==> config.mk <==
export PLATFORM = sky130hd
export DESIGN_NAME = waveGame
export DESIGN_NICKNAME = d
export VERILOG_FILES = /design/src/hw/wavePkg.sv /design/src/hw/gameTicker.sv /design/src/hw/shipDatapath.sv /design/src/hw/hallwayTracers.sv /design/src/hw/scoreCounter.sv /design/src/hw/gameController.sv /design/src/hw/waveGame.sv
export SDC_FILE = /design/constraint.sdc
export NUM_CORES = 1
export LEC_CHECK = 0
export BUFFER_PORTS_ARGS = -buffer_cell sky130_fd_sc_hd__buf_2
export CAP_MARGIN = 5
export CORE_ASPECT_RATIO = 1.25
export CORE_UTILIZATION = 60
export DETAILED_ROUTE_END_ITERATION = 7
export PLACE_DENSITY = 0.84
export SYNTH_ARGS = -nofsm -noshare
export SYNTH_HDL_FRONTEND = slang
export SYNTH_HIERARCHICAL = 1
export SYNTH_SLANG_ARGS = --single-unit
export TNS_END_PERCENT = 1
==> constraint.sdc <==
create_clock -name clock -period 6.1 [get_ports clock]
set_input_delay 1.22 -clock clock [delete_from_list [all_inputs] [get_ports clock]]
set_output_delay 1.22 -clock clock [all_outputs]
set_load 0.03 [all_outputs]
==> src/hw/wavePkg.sv <==
`default_nettype none

package wavePkg;

	// One screen row of the 160x120 playfield.
	typedef logic [6:0] row_t;

	// A wall tracer; dir 0 moves toward larger rows, 1 toward smaller rows.
	typedef struct packed {
		row_t pos;
		logic dir;
	} tracer_t;

	// Everything the controller needs to judge a tick.
	typedef struct packed {
		row_t ship;
		tracer_t upper;
		tracer_t lower;
	} world_t;

	localparam int SCORE_DIGITS = 6;

	// Six BCD digits, digit 0 is the least significant.
	typedef logic [SCORE_DIGITS-1:0][3:0] score_t;

	// Ship limits.
	localparam row_t SHIP_START = 7'd60;
	localparam row_t SHIP_MIN = 7'd7;
	localparam row_t SHIP_MAX = 7'd112;

	// Upper wall band.
	localparam row_t UPPER_START = 7'd30;
	localparam row_t UPPER_MIN = 7'd8;
	localparam row_t UPPER_MAX = 7'd50;

	// Lower wall band.
	localparam row_t LOWER_START = 7'd90;
	localparam row_t LOWER_MIN = 7'd70;
	localparam row_t LOWER_MAX = 7'd112;

	localparam logic [15:0] LFSR_SEED = 16'hACE1; // Must never be zero.

endpackage

`default_nettype wire

==> src/hw/gameTicker.sv <==
`timescale 1ns/1ns
`default_nettype none

module gameTicker #(
	parameter int TICK_CYCLES = 833333
) (
	input logic clock,
	input logic reset_n,
	output logic tick
);

	localparam int COUNT_WIDTH = (TICK_CYCLES > 2) ? $clog2(TICK_CYCLES) : 1;
	localparam logic [COUNT_WIDTH-1:0] LAST_COUNT = COUNT_WIDTH'(TICK_CYCLES - 1);

	logic [COUNT_WIDTH-1:0] count; // Cycles since the last tick.
	logic lastCount;

	assign lastCount = (count == LAST_COUNT);

	always_ff @(posedge clock) begin
		if (!reset_n) begin
			count <= '0;
		end else if (lastCount) begin
			count <= '0; // Start the next period.
		end else begin
			count <= count + 1'b1;
		end
	end

	// Registered, so tick lands a full period after reset.
	always_ff @(posedge clock) begin
		if (!reset_n) begin
			tick <= 1'b0;
		end else begin
			tick <= lastCount;
		end
	end

endmodule

`default_nettype wire

==> src/hw/shipDatapath.sv <==
`timescale 1ns/1ns
`default_nettype none

module shipDatapath import wavePkg::*; (
	input logic clock,
	input logic reset_n,
	input logic up,
	input logic loadDir,
	input logic shipStep,
	output row_t ship
);

	logic dirUp; // Direction latched while the controller idles.
	logic atTop;
	logic atBottom;
	row_t nextShip;

	// The player's button is sampled only between ticks.
	always_ff @(posedge clock) begin
		if (!reset_n) begin
			dirUp <= 1'b0;
		end else if (loadDir) begin
			dirUp <= up;
		end
	end

	assign atTop = (ship <= SHIP_MIN);
	assign atBottom = (ship >= SHIP_MAX);

	// One row per step, held at the edges of the field.
	always_comb begin
		nextShip = ship;
		if (dirUp) begin
			if (!atTop) begin
				nextShip = ship - 1'b1;
			end
		end else begin
			if (!atBottom) begin
				nextShip = ship + 1'b1;
			end
		end
	end

	always_ff @(posedge clock) begin
		if (!reset_n) begin
			ship <= SHIP_START;
		end else if (shipStep) begin
			ship <= nextShip;
		end
	end

endmodule

`default_nettype wire

==> src/hw/hallwayTracers.sv <==
`timescale 1ns/1ns
`default_nettype none

module hallwayTracers import wavePkg::*; (
	input logic clock,
	input logic reset_n,
	input logic tracerStep,
	output tracer_t upper,
	output tracer_t lower
);

	logic [15:0] lfsr; // Random source for the direction flips.
	logic feedback;
	tracer_t nextUpper;
	tracer_t nextLower;

	// Taps 16, 14, 13, 11 give a maximal length sequence.
	assign feedback = lfsr[15] ^ lfsr[13] ^ lfsr[12] ^ lfsr[10];

	always_ff @(posedge clock) begin
		if (!reset_n) begin
			lfsr <= LFSR_SEED;
		end else if (tracerStep) begin
			lfsr <= {lfsr[14:0], feedback};
		end
	end

	// Random flip first, then the band limits win, then one row of motion.
	function automatic tracer_t stepTracer(
		input tracer_t cur,
		input logic flip,
		input row_t minRow,
		input row_t maxRow
	);
		tracer_t nxt;
		logic dir;

		dir = cur.dir ^ flip;
		if (cur.pos <= minRow) begin
			dir = 1'b0; // Bounce off the top of the band.
		end else if (cur.pos >= maxRow) begin
			dir = 1'b1; // Bounce off the bottom of the band.
		end
		nxt.dir = dir;
		if (dir) begin
			nxt.pos = cur.pos - 1'b1;
		end else begin
			nxt.pos = cur.pos + 1'b1;
		end
		return nxt;
	endfunction

	// Each wall draws on its own LFSR bit.
	assign nextUpper = stepTracer(upper, lfsr[0], UPPER_MIN, UPPER_MAX);
	assign nextLower = stepTracer(lower, lfsr[1], LOWER_MIN, LOWER_MAX);

	always_ff @(posedge clock) begin
		if (!reset_n) begin
			upper.pos <= UPPER_START;
			upper.dir <= 1'b0;
			lower.pos <= LOWER_START;
			lower.dir <= 1'b0;
		end else if (tracerStep) begin
			upper <= nextUpper;
			lower <= nextLower;
		end
	end

endmodule

`default_nettype wire

==> src/hw/scoreCounter.sv <==
`timescale 1ns/1ns
`default_nettype none

module scoreCounter import wavePkg::*; (
	input logic clock,
	input logic reset_n,
	input logic frame,
	output score_t score
);

	localparam logic [3:0] DIGIT_MAX = 4'd9;

	score_t nextScore;

	// Ripple the increment through the BCD digits.
	always_comb begin
		logic carry;

		carry = 1'b1;
		nextScore = score;
		for (int i = 0; i < SCORE_DIGITS; i++) begin
			if (carry) begin
				if (score[i] >= DIGIT_MAX) begin
					nextScore[i] = 4'd0; // Carry keeps going.
				end else begin
					nextScore[i] = score[i] + 1'b1;
					carry = 1'b0;
				end
			end
		end
	end

	// 999999 rolls over to zero since the last carry is dropped.
	always_ff @(posedge clock) begin
		if (!reset_n) begin
			score <= '0;
		end else if (frame) begin
			score <= nextScore;
		end
	end

endmodule

`default_nettype wire

==> src/hw/gameController.sv <==
`timescale 1ns/1ns
`default_nettype none

module gameController import wavePkg::*; (
	input logic clock,
	input logic reset_n,
	input logic tick,
	input world_t world,
	output logic loadDir,
	output logic shipStep,
	output logic tracerStep,
	output logic frame,
	output logic gameOver
);

	typedef enum logic [2:0] {
		IDLE,
		STEP_SHIP,
		STEP_WALLS,
		CHECK,
		OVER
	} state_t;

	state_t state;
	state_t nextState;
	logic clear; // Ship sits strictly between the walls.

	assign clear = (world.ship > world.upper.pos) && (world.ship < world.lower.pos);

	// One pass per tick; a collision parks the machine for good.
	always_comb begin
		nextState = state;
		case (state)
			IDLE: begin
				if (tick) begin
					nextState = STEP_SHIP;
				end
			end
			STEP_SHIP: nextState = STEP_WALLS;
			STEP_WALLS: nextState = CHECK;
			CHECK: begin
				if (clear) begin
					nextState = IDLE;
				end else begin
					nextState = OVER;
				end
			end
			OVER: nextState = OVER; // Only reset leaves.
			default: nextState = IDLE;
		endcase
	end

	always_ff @(posedge clock) begin
		if (!reset_n) begin
			state <= IDLE;
		end else begin
			state <= nextState;
		end
	end

	assign loadDir = (state == IDLE); // Button is sampled while idle.
	assign shipStep = (state == STEP_SHIP);
	assign tracerStep = (state == STEP_WALLS);
	assign frame = (state == CHECK) && clear; // A survived tick.
	assign gameOver = (state == OVER);

endmodule

`default_nettype wire

==> src/hw/waveGame.sv <==
`timescale 1ns/1ns
`default_nettype none

module waveGame import wavePkg::*; #(
	parameter int TICK_CYCLES = 833333
) (
	input logic clock,
	input logic reset_n,
	input logic up,
	output world_t world,
	output score_t score,
	output logic frame,
	output logic gameOver
);

	logic tick;
	logic loadDir;
	logic shipStep;
	logic tracerStep;
	row_t shipRow;
	tracer_t upperWall;
	tracer_t lowerWall;

	// Bundle the playfield for the controller and the outside.
	assign world = '{ship: shipRow, upper: upperWall, lower: lowerWall};

	gameTicker #(
		.TICK_CYCLES(TICK_CYCLES)
	) ticker (
		.clock(clock),
		.reset_n(reset_n),
		.tick(tick)
	);

	shipDatapath ship (
		.clock(clock),
		.reset_n(reset_n),
		.up(up),
		.loadDir(loadDir),
		.shipStep(shipStep),
		.ship(shipRow)
	);

	hallwayTracers walls (
		.clock(clock),
		.reset_n(reset_n),
		.tracerStep(tracerStep),
		.upper(upperWall),
		.lower(lowerWall)
	);

	gameController control (
		.clock(clock),
		.reset_n(reset_n),
		.tick(tick),
		.world(world),
		.loadDir(loadDir),
		.shipStep(shipStep),
		.tracerStep(tracerStep),
		.frame(frame),
		.gameOver(gameOver)
	);

	scoreCounter scorer (
		.clock(clock),
		.reset_n(reset_n),
		.frame(frame),
		.score(score)
	);

endmodule

`default_nettype wire

## Word-level counts from Yosys, hierarchy flattened

Index checks and enable logic that the tools add are counted.
W data, S select, Z words.

| storage, ports and cells | value |
|---|---|
| bits in registers | 88 |
| input bits | 3 |
| output and inout bits | 49 |
| logic and storage cells | 94 |

| operators by class | value |
|---|---|
| add/subtract/negate cells | 13 |
| magnitude comparators | 14 |
| equality and inequality tests | 8 |
| multiplexer cells | 27 |
| bitwise logic cells | 6 |
| reduce and logical (&&, ||, !) cells | 10 |

Operator list:

| operator | count |
|---|---|
| $mux W7 | 5 |
| $add A4 B1 Y4 const B | 6 |
| $ge A4 B4 Y1 const B | 6 |
| $mux W4 | 6 |
| $add A7 B1 Y7 const B | 3 |
| $sub A7 B1 Y7 const B | 3 |
| $add A20 B1 Y20 const B | 1 |
| $eq A20 B20 Y1 const B | 1 |
| $pmux W3 S5 | 1 |
| $ge A7 B7 Y1 const B | 2 |
| $mux W1 | 13 |
| $reduce_and A2 Y1 | 5 |
| $ge A7 B6 Y1 const B | 1 |
| $gt A7 B7 Y1 | 1 |
| $le A7 B3 Y1 const B | 1 |
| $le A7 B4 Y1 const B | 1 |
| $le A7 B7 Y1 const B | 1 |
| $lt A7 B7 Y1 | 1 |
| $eq A3 B2 Y1 const B | 2 |
| $mux W3 | 2 |
| $xor A1 B1 Y1 | 5 |
| $ne A2 B2 Y1 const B | 2 |
| $eq A3 B1 Y1 const B | 1 |
| $eq A3 B3 Y1 const B | 1 |
| other kinds (6) | 7 |

## Depth between registers and ports, before layout

Gate-level depths: netlist (run 1).

| logic depth | value |
|---|---|
| depth in word-level cells | 7 |
| depth in mapped cells | 13 |
| gate-level depth less buffers | 10 |

## Cells and area by module

Netlist (run 1), hierarchy kept.

Modules (own cells, without submodules):

| module | times used | cells each | area each (sq um) | seq. area each (sq um) |
|---|---|---|---|---|
| hallwayTracers | 1 | 191 | 1681.6 | 640.6 |
| scoreCounter | 1 | 166 | 1467.7 | 480.5 |
| gameTicker | 1 | 110 | 969.7 | 420.4 |
| shipDatapath | 1 | 59 | 545.5 | 160.2 |
| gameController | 1 | 61 | 496.7 | 60.1 |

## Worst setup path after synthesis (run 1)

Ideal clock, no wire load.

| timing | value |
|---|---|
| kind | reg-to-reg |
| start point | register walls/upper[7] (netlist bit) |
| end point | register scorer/score[23] (netlist bit) |
| arrival time | 3725 ps |
| data required time | 5981 ps |
| slack | 2256 ps |
| stages on the path, launching flop included | 12 |
| path buffers | 2 |
| period minus slack after synthesis | 3844 ps |
| cell sequence | dfxtp_1 inv_1 ha_1 and4_4 a41o_1 nor4_1 buf_2 and2_4 nand4_4 or3_1 buf_2 o221a_2 |

| on the way | value |
|---|---|
| longest elaborated chain between the ends | 4 |

RTL lines:

| what | RTL line | RTL |
|---|---|---|
| from (decl) | hallwayTracers.sv:8 | `output tracer_t upper,` |
| from (signal assigned) | hallwayTracers.sv:64 | `upper <= nextUpper;` |
| $gt A7 B7 Y1 | gameController.sv:28 | `assign clear = (world.ship > world.upper.pos) && (world.ship < world.lower.pos);` |
| $logic_and A1 B1 Y1 | gameController.sv:28 |  |
| $logic_and A1 B1 Y1 | gameController.sv:64 | `assign frame = (state == CHECK) && clear;` |
| named net frame | waveGame.sv:12 | `output logic frame,` |
| $reduce_and A2 Y1 (no source line) | - |  |
| to (signal assigned) | scoreCounter.sv:38 | `score <= nextScore;` |
| to (decl) | scoreCounter.sv:8 | `output score_t score` |

The timed path passes the listed nets, and every way through them passes these cells.
A chain may end at the register's enable or synchronous reset.

## Worst setup path after layout (run 1)

| timing | value |
|---|---|
| start point | register walls/upper[5] (netlist bit) |
| end point | output port frame |

| on the way | value |
|---|---|
| longest elaborated chain between the ends | 3 |

RTL lines:

| what | RTL line |
|---|---|
| $gt A7 B7 Y1 | gameController.sv:28 |
| $logic_and A1 B1 Y1 | gameController.sv:28 |
| $logic_and A1 B1 Y1 | gameController.sv:64 |
| to (decl) | waveGame.sv:12 |

Every way passes these cells.

==> results of run 1 <==
[final cells by class]
type	instances	area (um^2)
Fill cell	653	2579
Multi-Input combinational cell	432	3128
Tap cell	97	121.4
Clock inverter	6	115.1
Clock buffer	10	127.6
Inverter	47	176.4
Timing Repair Buffer	54	277.8
Sequential cell	88	1762
[worst register-to-register path, delay by kind of cell (launching register included)]
kind            cells  cell delay (ns)
flops               1             0.44
compound gates      3             0.59
buf+inv             2             0.30
simple gates        5             1.40
fa+ha+maj           1             0.32
[power breakdown]
part	leakage [nW]	switching [mW]	total [mW]	internal (mW)
clock	0.117	0.212	0.487	0.275
sequential	0.710	0.00441	0.581	0.577
combinational	1.54	0.0231	0.0368	0.0138
[final timing paths]
check / startpoint / endpoint / slack [ns]
max reg2reg: walls/upper[5] / scorer/score[22] / 2.97
min reg2reg: walls/lfsr[5] / walls/lfsr[6] / 0.48
max: walls/upper[5] / frame / 2.57
min: walls/lfsr[5] / walls/lfsr[6] / 0.48
[per-layer routing]
layer / GRT usage / vias up / wire length, um
li1: - / 2178 / -
met4: 0.09201 / 0 / 175
met2: 0.4522 / 114 / 5512
met3: 0.05012 / 16 / 535
met5: 0 / - / 0
met1: 0.2977 / 2045 / 4646
[cells by family after synthesis]
family / synth area share
and+or+nand+nor: 0.2288
AOI/OAI and AO/OA: 0.1600
DFF: 0.3413
buffers and inverters: 0.05357
adders and majority gates: 0.1280
xor gates and xnor gates: 0.04752
muxes: 0.04073
[stage by stage]
| step | hold slack, ns | total power [mW] | std cells | utilization | area [um^2] |
|---|---|---|---|---|---|
| 2_1_floorplan | 0.4405 | 0.6216 | 587 | - | 5161 |
| 3_3_place_gp | 0.4532 | 0.6297 | 718 | 0.6595 | 5465 |
| 3_5_place_dp | 0.4645 | 0.6313 | 718 | 0.6595 | 5465 |
| 4_1_cts | 0.4870 | 1.117 | 734 | 0.6888 | 5708 |
| 5_1_grt | 0.5081 | 1.147 | 734 | 0.6888 | 5708 |
| 6_report | 0.4806 | 1.105 | 734 | 0.6888 | 5708 |
[layout by cell type, fill, tap and decap left out, types with 4 or more instances in the layout]
| master | count |
|---|---|
| sky130_fd_sc_hd__a21o_1 | 5 |
| sky130_fd_sc_hd__o311ai_0 | 5 |
| sky130_fd_sc_hd__a21boi_0 | 9 |
| sky130_fd_sc_hd__a21oi_1 | 19 |
| sky130_fd_sc_hd__o21ai_0 | 24 |
| sky130_fd_sc_hd__o211ai_1 | 4 |
| sky130_fd_sc_hd__nor2_1 | 59 |
| sky130_fd_sc_hd__inv_1 | 46 |
| sky130_fd_sc_hd__clkbuf_8 | 9 |
| sky130_fd_sc_hd__nand4_1 | 9 |
| sky130_fd_sc_hd__a211oi_1 | 5 |
| sky130_fd_sc_hd__nand4b_1 | 9 |
| sky130_fd_sc_hd__ha_1 | 48 |
| sky130_fd_sc_hd__nand3_1 | 18 |
| sky130_fd_sc_hd__o21a_1 | 5 |
| sky130_fd_sc_hd__and2_1 | 4 |
| sky130_fd_sc_hd__nor3_1 | 15 |
| sky130_fd_sc_hd__o31ai_1 | 5 |
| sky130_fd_sc_hd__buf_2 | 51 |
| sky130_fd_sc_hd__and3_1 | 4 |
| sky130_fd_sc_hd__mux2i_1 | 21 |
| sky130_fd_sc_hd__nor4_1 | 8 |
| sky130_fd_sc_hd__xnor2_1 | 25 |
| sky130_fd_sc_hd__nor2b_1 | 7 |
| sky130_fd_sc_hd__nand2b_1 | 5 |
| sky130_fd_sc_hd__dfxtp_1 | 88 |
| sky130_fd_sc_hd__nand2_1 | 48 |
[sequential cells by signal (all words and copies together) (netlist names)]
name           flops
walls/lfsr        16
ticker/count      20
ship/ship          7
scorer/score      24
ticker/tick        1
walls/upper        8
ship/dirUp         1
walls/lower        8
control/state      3
==> metrics.json, run 1 <==
{
  "synth-async-reset-ratio": {"value": 0},
  "yosysMostFrequentCell": {"value": "sky130_fd_sc_hd__dfxtp_1"},
  "grt_start_max_net_pins": {"value": 68},
  "die_x": {"value": 84.96, "unit": "um"},
  "boundaryPins": {"value": 52},
  "synthesis_warning_total": {"value": 6},
  "antenna_violating_nets_post_route": {"value": 0},
  "core_region_area": {"value": 0.008287, "unit": "mm^2"},
  "layout.nets": {"value": 686},
  "cts_buffer_depth": {"value": 2},
  "setup_tns": {"value": 0, "unit": "ns"},
  "rr_worst_depth": {"value": 11},
  "drive_above_1_share": {"value": 0.1413},
  "design.die.area": {"value": 0.008979, "unit": "mm^2"},
  "min_path_cells": {"value": 2},
  "drt-initial-drc-count": {"value": 159},
  "synth.yosys.seq_area_share": {"value": 0.3413},
  "rsz0062_at_grt": {"value": "false"},
  "outcome": {"value": "complete, but fails checks"},
  "vias": {"value": 4353},
  "synth.top_cell.area_share": {"value": 0.3413},
  "final_clock_skew": {"value": 0.005887, "unit": "ns"},
  "failed_checks": {"value": "design-rule violations"},
  "clk_latency": {"value": 0.36, "unit": "ns"},
  "net_count_synth": {"value": 641},
  "tritoncts": {"value": "done"},
  "start_util": {"value": 0.6228},
  "wl_per_cell": {"value": 14.81, "unit": "um"},
  "timing.critical_path.to_type": {"value": "primary output"},
  "crit_path_max_fanout": {"value": 8},
  "cp.required": {"value": 4.88, "unit": "ns"},
  "final_min_period_over_clock_period": {"value": 0.5787},
  "post_cts.resized_instances": {"value": 0},
  "clock_tree_sinks": {"value": 88},
  "yosys-top-cells-area": {"value": "sky130_fd_sc_hd__dfxtp_1 34%, sky130_fd_sc_hd__ha_1 12%, sky130_fd_sc_hd__nor2_1 4.3%"},
  "postLayoutSetupSlackWorst": {"value": 2.570, "unit": "ns"},
  "dp_hpwl": {"value": 7744, "unit": "um"},
  "setup.worst_path.start_class": {"value": "flip-flop"},
  "cell_area_after_synthesis": {"value": 0.005161, "unit": "mm^2"},
  "cts_inserted_buffers": {"value": 9},
  "synth.ff_latch_count": {"value": 88},
  "port-buffer-count": {"value": 51},
  "cp.depth": {"value": 8},
  "placementRows": {"value": 37},
  "setup_viol_count_final": {"value": 0},
  "worst_margin_slew": {"value": 0.9957, "unit": "ns"},
  "hold_buffers": {"value": 0},
  "synthesis.instances": {"value": 587},
  "power.static_leakage": {"value": 2.369, "unit": "nW"},
  "post_synthesis_cell_type_with_the_largest_combined_area": {"value": "sky130_fd_sc_hd__dfxtp_1"},
  "timing.critical_path.slowest_cell_delay": {"value": 0.44, "unit": "ns"},
  "post_synth.cell_area_avg": {"value": 8.793, "unit": "um^2"},
  "post_cts.repair.setup_buffers": {"value": 0},
  "cp_num_buf_inv": {"value": 3},
  "antenna_cells": {"value": 0},
  "grt_pass1_vias": {"value": 4239},
  "synthFlopType": {"value": "sky130_fd_sc_hd__dfxtp_1"},
  "drt-vias-per-instance": {"value": 5.931},
  "cap_violations": {"value": 0},
  "count_of_flip_flops_with_a_built_in_enable_after_synthesis": {"value": 0},
  "path_clk_slew": {"value": 0.08, "unit": "ns"},
  "period_minus_slack": {"value": 3.530, "unit": "ns"},
  "maxSlewViolCount": {"value": 0},
  "syn2layout_area_growth": {"value": 10.59, "unit": "%"},
  "cp.arrival": {"value": 2.31, "unit": "ns"},
  "place_worst_setup_slack": {"value": 2.968, "unit": "ns"},
  "detail_route.drc_violations": {"value": 4},
  "slew-limit-headroom": {"value": 0.3339},
  "crit_path_category": {"value": "flip-flop to primary output"},
  "grt_first_pass_wirelength": {"value": 18680, "unit": "um"},
  "firstDrtPassIters": {"value": 8},
  "achievable-frequency": {"value": 283.3, "unit": "MHz"},
  "critical_path.slowest_cell": {"value": "sky130_fd_sc_hd__dfxtp_1"},
  "netlist_top_cells_count": {"value": "88 x sky130_fd_sc_hd__dfxtp_1, 59 x sky130_fd_sc_hd__nor2_1, 48 x sky130_fd_sc_hd__ha_1, 48 x sky130_fd_sc_hd__nand2_1, 46 x sky130_fd_sc_hd__inv_1"},
  "ctsHtreeMaxLevel": {"value": 3},
  "gr-total-overflow": {"value": 0},
  "powerDensity": {"value": 193.6, "unit": "mW/mm^2"},
  "drt-total-wl": {"value": 10870, "unit": "um"},
  "initial_antenna_violation_count": {"value": 0},
  "worstPathCellList": {"value": "inv_1, ha_1, and4_4, a21boi_2, o21ai_0, nor4_1, buf_4, buf_2"},
  "worst_hold_path_type": {"value": "flip-flop to flip-flop"},
  "vdd_ir_drop_max": {"value": 0.1006, "unit": "mV"},
  "timing.final.hold_violations": {"value": 0},
  "cp_top_family": {"value": "buffers and inverters"},
  "die_height": {"value": 105.7, "unit": "um"},
  "cts-root-buf": {"value": "sky130_fd_sc_hd__clkbuf_8"},
  "finalWeightedCongestion": {"value": 0.8810},
  "grt_use_total": {"value": 0.2535},
  "yosysUniqueCellTypes": {"value": 77}
}
Note: power is estimated with default switching activity, not from simulation.
==> run 2: changes to the inputs <==
--- a/config.mk
+++ b/config.mk
@@ -8,9 +8,9 @@
 export BUFFER_PORTS_ARGS = -buffer_cell sky130_fd_sc_hd__buf_2
 export CAP_MARGIN = 5
 export CORE_ASPECT_RATIO = 1.25
-export CORE_UTILIZATION = 60
+export CORE_UTILIZATION = 54
 export DETAILED_ROUTE_END_ITERATION = 7
-export PLACE_DENSITY = 0.84
+export PLACE_DENSITY = 0.8
 export SYNTH_ARGS = -nofsm -noshare
 export SYNTH_HDL_FRONTEND = slang
 export SYNTH_HIERARCHICAL = 1
==> constraint.sdc (replaced) <==
create_clock -name clock -period 3 [get_ports clock]
set_input_delay 0.6 -clock clock [delete_from_list [all_inputs] [get_ports clock]]
set_output_delay 0.6 -clock clock [all_outputs]
set_load 0.03 [all_outputs]
==> run 2 against run 1 <==
Against the previous run: the run now ends clean; clock skew barely moved; critical path type unchanged; non-clock buffer count rose by 2; worst hold slack got worse by 0.0070 ns; final cell count rose by 3.7%; first-iteration DRC count rose by 14%.
==> metrics.json, run 2 (synthesis results as in run 1) <==
{
  "path_clk_slew": {"value": 0.06, "unit": "ns", "change": "-0.02 ns"},
  "port-buffer-count": {"value": 51, "change": "unchanged"},
  "powerDensity": {"value": 416.4, "unit": "mW/mm^2", "change": "+120%"},
  "tritoncts": {"value": "done"},
  "whs": {"value": 0.4736, "unit": "ns", "change": "-0.007029 ns"},
  "cap_violations": {"value": 0, "change": "unchanged"},
  "layout_commonest_cell": {"value": "sky130_fd_sc_hd__dfxtp_1"},
  "placedCellCount": {"value": 746, "change": "+3.9%"},
  "slew-limit-headroom": {"value": 0.3241, "change": "-0.009849"},
  "initial_antenna_violation_count": {"value": 0, "change": "unchanged"},
  "timing.final.hold_violations": {"value": 0, "change": "unchanged"},
  "gr-total-overflow": {"value": 0, "change": "unchanged"},
  "timing.critical_path.to_type": {"value": "primary output"},
  "achievable-frequency": {"value": 346.5, "unit": "MHz"},
  "registers.top_by_ff_count": {"value": "scorer/score"},
  "post_cts.repair.setup_buffers": {"value": 0, "change": "unchanged"},
  "rsz0062_at_grt": {"value": "false"},
  "design.die.area": {"value": 0.009955, "unit": "mm^2", "change": "+11%"},
  "clock_tree_sinks": {"value": 88, "change": "unchanged"},
  "stdcell_count": {"value": 761, "change": "+3.7%"},
  "hold_buffers": {"value": 0, "change": "unchanged"},
  "die_height": {"value": 111.3, "unit": "um", "change": "+5.3%"},
  "cp.arrival": {"value": 2.29, "unit": "ns", "change": "-0.02 ns"},
  "post_cts.resized_instances": {"value": 0, "change": "unchanged"},
  "wl_per_cell": {"value": 15.19, "unit": "um", "change": "+2.6%"},
  "setup.worst_path.start_class": {"value": "flip-flop"},
  "detail_route.drc_violations": {"value": 0, "change": "-4"},
  "start_util": {"value": 0.5596, "change": "-0.06320"},
  "syn2layout_area_growth": {"value": 14.64, "unit": "%"},
  "outcome": {"value": "completed"},
  "die_x": {"value": 89.44, "unit": "um", "change": "+5.3%"},
  "boundaryPins": {"value": 52, "change": "unchanged"},
  "power.static_leakage": {"value": 2.427, "unit": "nW", "change": "+2.5%"},
  "maxSlewViolCount": {"value": 0, "change": "unchanged"},
  "grt_start_max_net_pins": {"value": 67, "change": "-1.5%"},
  "grt_first_pass_wirelength": {"value": 19330, "unit": "um", "change": "+3.5%"},
  "biggestRegsByFlops": {"value": "scorer/score (24), ticker/count (20), walls/lfsr (16)"},
  "vdd_ir_drop_max": {"value": 0.2890, "unit": "mV", "change": "+190%"},
  "vias": {"value": 4466, "change": "+2.6%"},
  "cp.required": {"value": 2.40, "unit": "ns", "change": "-2.48 ns"},
  "antenna_violating_nets_post_route": {"value": 0, "change": "unchanged"},
  "final_clock_skew": {"value": 0.006213, "unit": "ns", "change": "+0.0003256 ns"},
  "drt-initial-drc-count": {"value": 181, "change": "+14%"},
  "finalWeightedCongestion": {"value": 0.8641, "change": "-1.9%"},
  "grt_pass1_vias": {"value": 4272, "change": "+0.78%"},
  "final_cell_mix": {"value": "74 x sky130_fd_sc_hd__dfxtp_1, 59 x sky130_fd_sc_hd__nor2_1, 51 x sky130_fd_sc_hd__buf_2"},
  "ctsHtreeMaxLevel": {"value": 3, "change": "unchanged"},
  "crit_path_max_fanout": {"value": 7, "change": "-1"},
  "dp_hpwl": {"value": 7974, "unit": "um", "change": "+3.0%"},
  "final_min_period_over_clock_period": {"value": 0.9620},
  "setup_viol_count_final": {"value": 0, "change": "unchanged"},
  "timing.reg2reg.setup_slack": {"value": 0.18, "unit": "ns", "change": "-2.79 ns"},
  "drt-total-wl": {"value": 11560, "unit": "um", "change": "+6.4%"},
  "cts_inserted_buffers": {"value": 9, "change": "unchanged"},
  "crit_path_category": {"value": "flip-flop to primary output"},
  "worst_hold_path_type": {"value": "flip-flop to flip-flop"},
  "grt_use_total": {"value": 0.2454, "change": "-0.008121"},
  "core_region_area": {"value": 0.009223, "unit": "mm^2", "change": "+11%"},
  "cts-root-buf": {"value": "sky130_fd_sc_hd__clkbuf_16"},
  "clk_latency": {"value": 0.34, "unit": "ns", "change": "-0.02 ns"},
  "period_minus_slack": {"value": 2.886, "unit": "ns"},
  "firstDrtPassIters": {"value": 5, "change": "-3"},
  "worst_margin_slew": {"value": 1.010, "unit": "ns", "change": "+0.01472 ns"},
  "antenna_cells": {"value": 0, "change": "unchanged"},
  "cts_buffer_depth": {"value": 2, "change": "unchanged"},
  "layout.nets": {"value": 688, "change": "+0.29%"},
  "drt-vias-per-instance": {"value": 5.869, "change": "-1.0%"},
  "largest_register_ff_count": {"value": 24, "change": "unchanged"},
  "setup_tns": {"value": 0, "unit": "ns", "change": "unchanged"},
  "placementRows": {"value": 39, "change": "+5.4%"},
  "drive_above_1_share": {"value": 0.1724, "change": "+0.03113"}
}
==> run 2: changes by cell type in the layout (fill, tap and decap cells not counted), sizes merged <==
cell	before	now
buf	54	56
clkbuf	10	12
bufinv	3	1
clkinvlp	1	0
==> run 2: path summary, 6_finish.rpt <==
kind                        start               end  depth (start not counted)
setup / recovery   walls/upper[5]             frame                          8
hold / removal    ticker/count[0]   ticker/count[0]                          1
setup reg to reg   walls/upper[5]  scorer/score[14]                         11
hold reg to reg   ticker/count[0]   ticker/count[0]                          1
==> run 2: per-layer routing <==
| layer | track usage | part of all wire |
|---|---|---|
| met1 | 0.2901 | 0.44 |
| met4 | 0.09735 | 0.018 |
| met5 | 0 | 0 |
| met3 | 0.05808 | 0.047 |
| met2 | 0.4193 | 0.50 |
==> run 2: report_power, final <==
part / total, mW / switching (mW) / internal [mW]
registers: 1.18 / 0.00916 / 1.17
logic: 0.0791 / 0.0492 / 0.0299
clock network: 1.21 / 0.466 / 0.740
==> run 2: layout make-up <==
cell class | instances | area [um^2]
clock buffers | 12 | 277.8
fillers | 758 | 3306
repair buffers | 56 | 305.3
well taps | 123 | 153.9
clock inverters | 3 | 45.04
inverters | 47 | 176.4
multi-input cells | 432 | 3167
flip-flops and latches | 88 | 1792
==> run 2: worst max-delay path, cell delays in order (launching register included) <==
cell and delay, ns:
sky130_fd_sc_hd__dfxtp_4 0.37, sky130_fd_sc_hd__inv_1 0.05, sky130_fd_sc_hd__ha_1 0.29, sky130_fd_sc_hd__a21oi_1 0.06, sky130_fd_sc_hd__o21ai_0 0.35, sky130_fd_sc_hd__o21ai_2 0.14
sky130_fd_sc_hd__nor4_4 0.26, sky130_fd_sc_hd__buf_4 0.21, sky130_fd_sc_hd__buf_2 0.21
==> run 2: through the flow <==
stage	utilization	area, um^2	setup WS (ns)	power [mW]
2_1_floorplan	-	5233	0.006821	1.260
3_3_place_gp	0.6066	5594	0.3681	1.280
3_5_place_dp	0.6066	5594	0.2740	1.283
4_1_cts	0.6416	5917	0.1002	2.482
5_1_grt	0.6416	5917	0.003336	2.539
6_report	0.6416	5917	0.1140	2.464
==> run 3: changes to the inputs <==
--- a/config.mk
+++ b/config.mk
@@ -8,6 +8,7 @@
 export BUFFER_PORTS_ARGS = -buffer_cell sky130_fd_sc_hd__buf_2
 export CAP_MARGIN = 5
 export CORE_ASPECT_RATIO = 1.25
+export CORE_MARGIN = 5
 export CORE_UTILIZATION = 54
 export DETAILED_ROUTE_END_ITERATION = 7
 export PLACE_DENSITY = 0.8
==> run 3 against run 2 <==
Against the previous run: first-iteration DRC count is 31% higher; global-route usage is 4.7 points lower; via count is 2.2% lower; sequential share of layout area is 0.089 points lower; largest power group is now sequential cells; final cell count is 0.92% higher; critical endpoint unchanged; count of clock-buffer cells in the layout is 1 lower; final area is 0.30% higher.
==> metrics.json, run 3 (synthesis results as in run 1) <==
{
  "outcome": {"value": "completed"},
  "setup.worst_path.start_class": {"value": "flip-flop"},
  "vias": {"value": 4369, "change": "-2.2%"},
  "path_clk_slew": {"value": 0.06, "unit": "ns", "change": "about the same"},
  "grt_start_max_net_pins": {"value": 67, "change": "unchanged"},
  "timing.critical_path.slowest_cell_delay": {"value": 0.37, "unit": "ns", "change": "about the same"},
  "largest_register_ff_count": {"value": 24, "change": "unchanged"},
  "wl_per_cell": {"value": 14.75, "unit": "um", "change": "-2.9%"},
  "crit_path_category": {"value": "flip-flop to primary output"},
  "die_x": {"value": 97.44, "unit": "um", "change": "+8.9%"},
  "ctsHtreeMaxLevel": {"value": 3, "change": "unchanged"},
  "start_util": {"value": 0.5456, "change": "-0.01399"},
  "antenna_cells": {"value": 0, "change": "unchanged"},
  "clock_tree_sinks": {"value": 88, "change": "unchanged"},
  "detail_route.drc_violations": {"value": 0, "change": "unchanged"},
  "setup_tns": {"value": 0, "unit": "ns", "change": "unchanged"},
  "post_cts.repair.setup_buffers": {"value": 0, "change": "unchanged"},
  "die_height": {"value": 119.3, "unit": "um", "change": "+7.2%"},
  "worstPathCellList": {"value": "inv_1, ha_1, and4_4, a21boi_4, o21ai_2, nor4_4, buf_4, buf_2"},
  "whs": {"value": 0.4815, "unit": "ns", "change": "+0.007918 ns"},
  "cts-root-buf": {"value": "sky130_fd_sc_hd__clkbuf_16"},
  "drt-total-wl": {"value": 11330, "unit": "um", "change": "-2.0%"},
  "drt-initial-drc-count": {"value": 238, "change": "+31%"},
  "grt_pass1_vias": {"value": 4332, "change": "+1.4%"},
  "crit_path_max_fanout": {"value": 7, "change": "unchanged"},
  "gr-usage-met3": {"value": 0.04101, "change": "-0.01707"},
  "slew-limit-headroom": {"value": 0.3494, "change": "+0.02533"},
  "maxSlewViolCount": {"value": 0, "change": "unchanged"},
  "grt_first_pass_wirelength": {"value": 19550, "unit": "um", "change": "+1.1%"},
  "gr-total-overflow": {"value": 0, "change": "unchanged"},
  "post_cts.resized_instances": {"value": 0, "change": "unchanged"},
  "layout.core_utilization": {"value": 0.6274, "change": "-0.01419"},
  "firstDrtPassIters": {"value": 4, "change": "-1"},
  "achievable-frequency": {"value": 351.8, "unit": "MHz", "change": "+1.5%"},
  "core_region_area": {"value": 0.009459, "unit": "mm^2", "change": "+2.6%"},
  "cp.arrival": {"value": 2.24, "unit": "ns", "change": "-0.05 ns"},
  "final_clock_skew": {"value": 0.007378, "unit": "ns", "change": "+0.001165 ns"},
  "setup_viol_count_final": {"value": 0, "change": "unchanged"},
  "drive_above_1_share": {"value": 0.1776, "change": "+0.005156"},
  "cts_buffer_depth": {"value": 2, "change": "unchanged"},
  "timing.critical_path.to_type": {"value": "primary output"},
  "tritoncts": {"value": "done"},
  "stdcell_count": {"value": 768, "change": "+0.92%"},
  "power.static_leakage": {"value": 2.438, "unit": "nW", "change": "+0.46%"},
  "grt_use_total": {"value": 0.1984, "change": "-0.04698"},
  "initial_antenna_violation_count": {"value": 0, "change": "unchanged"},
  "worst_margin_slew": {"value": 0.9726, "unit": "ns", "change": "-0.03787 ns"},
  "timing.final.hold_violations": {"value": 0, "change": "unchanged"},
  "grt.met1_usage": {"value": 0.2345, "change": "-0.05562"},
  "registers.top_by_ff_count": {"value": "scorer/score"},
  "dp_hpwl": {"value": 8057, "unit": "um", "change": "+1.0%"},
  "finalWeightedCongestion": {"value": 0.8591, "change": "-0.58%"},
  "power.total": {"value": 2.438, "unit": "mW", "change": "-1.0%"},
  "port-buffer-count": {"value": 51, "change": "unchanged"},
  "period_minus_slack": {"value": 2.843, "unit": "ns", "change": "-0.04311 ns"},
  "placementRows": {"value": 40, "change": "+2.6%"},
  "placedCellCount": {"value": 752, "change": "+0.80%"},
  "critical_path.slowest_cell": {"value": "sky130_fd_sc_hd__dfxtp_4"},
  "clk_latency": {"value": 0.34, "unit": "ns", "change": "about the same"},
  "cp.required": {"value": 2.40, "unit": "ns", "change": "about the same"},
  "antenna_violating_nets_post_route": {"value": 0, "change": "unchanged"},
  "vdd_ir_drop_max": {"value": 0.3210, "unit": "mV", "change": "+11%"},
  "final_min_period_over_clock_period": {"value": 0.9476, "change": "-0.01437"},
  "final_cell_mix": {"value": "74 x sky130_fd_sc_hd__dfxtp_1, 59 x sky130_fd_sc_hd__nor2_1, 51 x sky130_fd_sc_hd__buf_2"},
  "design.die.area": {"value": 0.01163, "unit": "mm^2", "change": "+17%"},
  "drt-vias-per-instance": {"value": 5.689, "change": "-3.1%"},
  "powerDensity": {"value": 410.8, "unit": "mW/mm^2", "change": "-1.3%"},
  "rsz0062_at_grt": {"value": "false"},
  "hold_buffers": {"value": 0, "change": "unchanged"},
  "cts_inserted_buffers": {"value": 9, "change": "unchanged"},
  "biggestRegsByFlops": {"value": "scorer/score (24), ticker/count (20), walls/lfsr (16)"},
  "layout_commonest_cell": {"value": "sky130_fd_sc_hd__dfxtp_1"},
  "grt.met2_usage": {"value": 0.3461, "change": "-0.07328"},
  "syn2layout_area_growth": {"value": 14.98, "unit": "%"},
  "layout.nets": {"value": 691, "change": "+0.44%"},
  "worst_hold_path_type": {"value": "flip-flop to flip-flop"},
  "gr-max-usage-layer": {"value": "met2"},
  "cap_violations": {"value": 0, "change": "unchanged"},
  "boundaryPins": {"value": 52, "change": "unchanged"}
}
## run 3: cell types whose count changed in the layout (fill, tap and decap cells not counted)
cell                        before  now
sky130_fd_sc_hd__clkbuf_16      10    9
sky130_fd_sc_hd__inv_4           1    0
sky130_fd_sc_hd__buf_4           4    7
sky130_fd_sc_hd__clkinv_2        0    1
sky130_fd_sc_hd__inv_6           1    3
## run 3: power breakdown
group          switching (mW)  internal, mW
Combinational          0.0496        0.0300
Clock                   0.481         0.699
Sequential            0.00949          1.17
Total                   0.540          1.90
## run 3: path summary, 6_finish.rpt
path | start | to | slack, ns | depth (start not counted)
worst min register to register | walls/lfsr[6] | walls/lfsr[6] | 0.48 | 2
worst max-delay path | walls/upper[5] | frame | 0.16 | 8
worst max register to register | walls/upper[5] | scorer/score[22] | 0.26 | 10
worst min-delay path | walls/lfsr[6] | walls/lfsr[6] | 0.48 | 2
## run 3: layout make-up
cell class	instances	area [um^2]
sequential	88	1792
timing repair buffer	59	327.8
clock buffer	11	252.7
inverter	47	176.4
tap	126	157.7
clock inverter	5	61.31
fill	807	3525
multi-input combinational	432	3167
## run 3: worst max-delay path: cells and delay by family, from the launching register on
family | cells | cell delay [ns]
AOI/OAI and AO/OA | 2 | 0.26
DFF | 1 | 0.37
and+or+nand+nor | 2 | 0.50
adders and majority gates | 1 | 0.29
buffers and inverters | 3 | 0.48
## run 3: metal layers
| metal | routed length (um) | up-vias |
|---|---|---|
| met3 | 523 | 29 |
| met1 | 4950 | 2061 |
| li1 | - | 2184 |
| met2 | 5550 | 95 |
| met5 | 0 | - |
| met4 | 306 | 0 |
## run 3: per-stage QoR
step	cell area, um^2	setup slack, ns
after CTS	5934	0.1508
after floorplan	5233	0.006821
after global placement	5620	0.3622
after global routing	5934	0.04096
final	5934	0.1572
after detailed placement	5620	0.2743
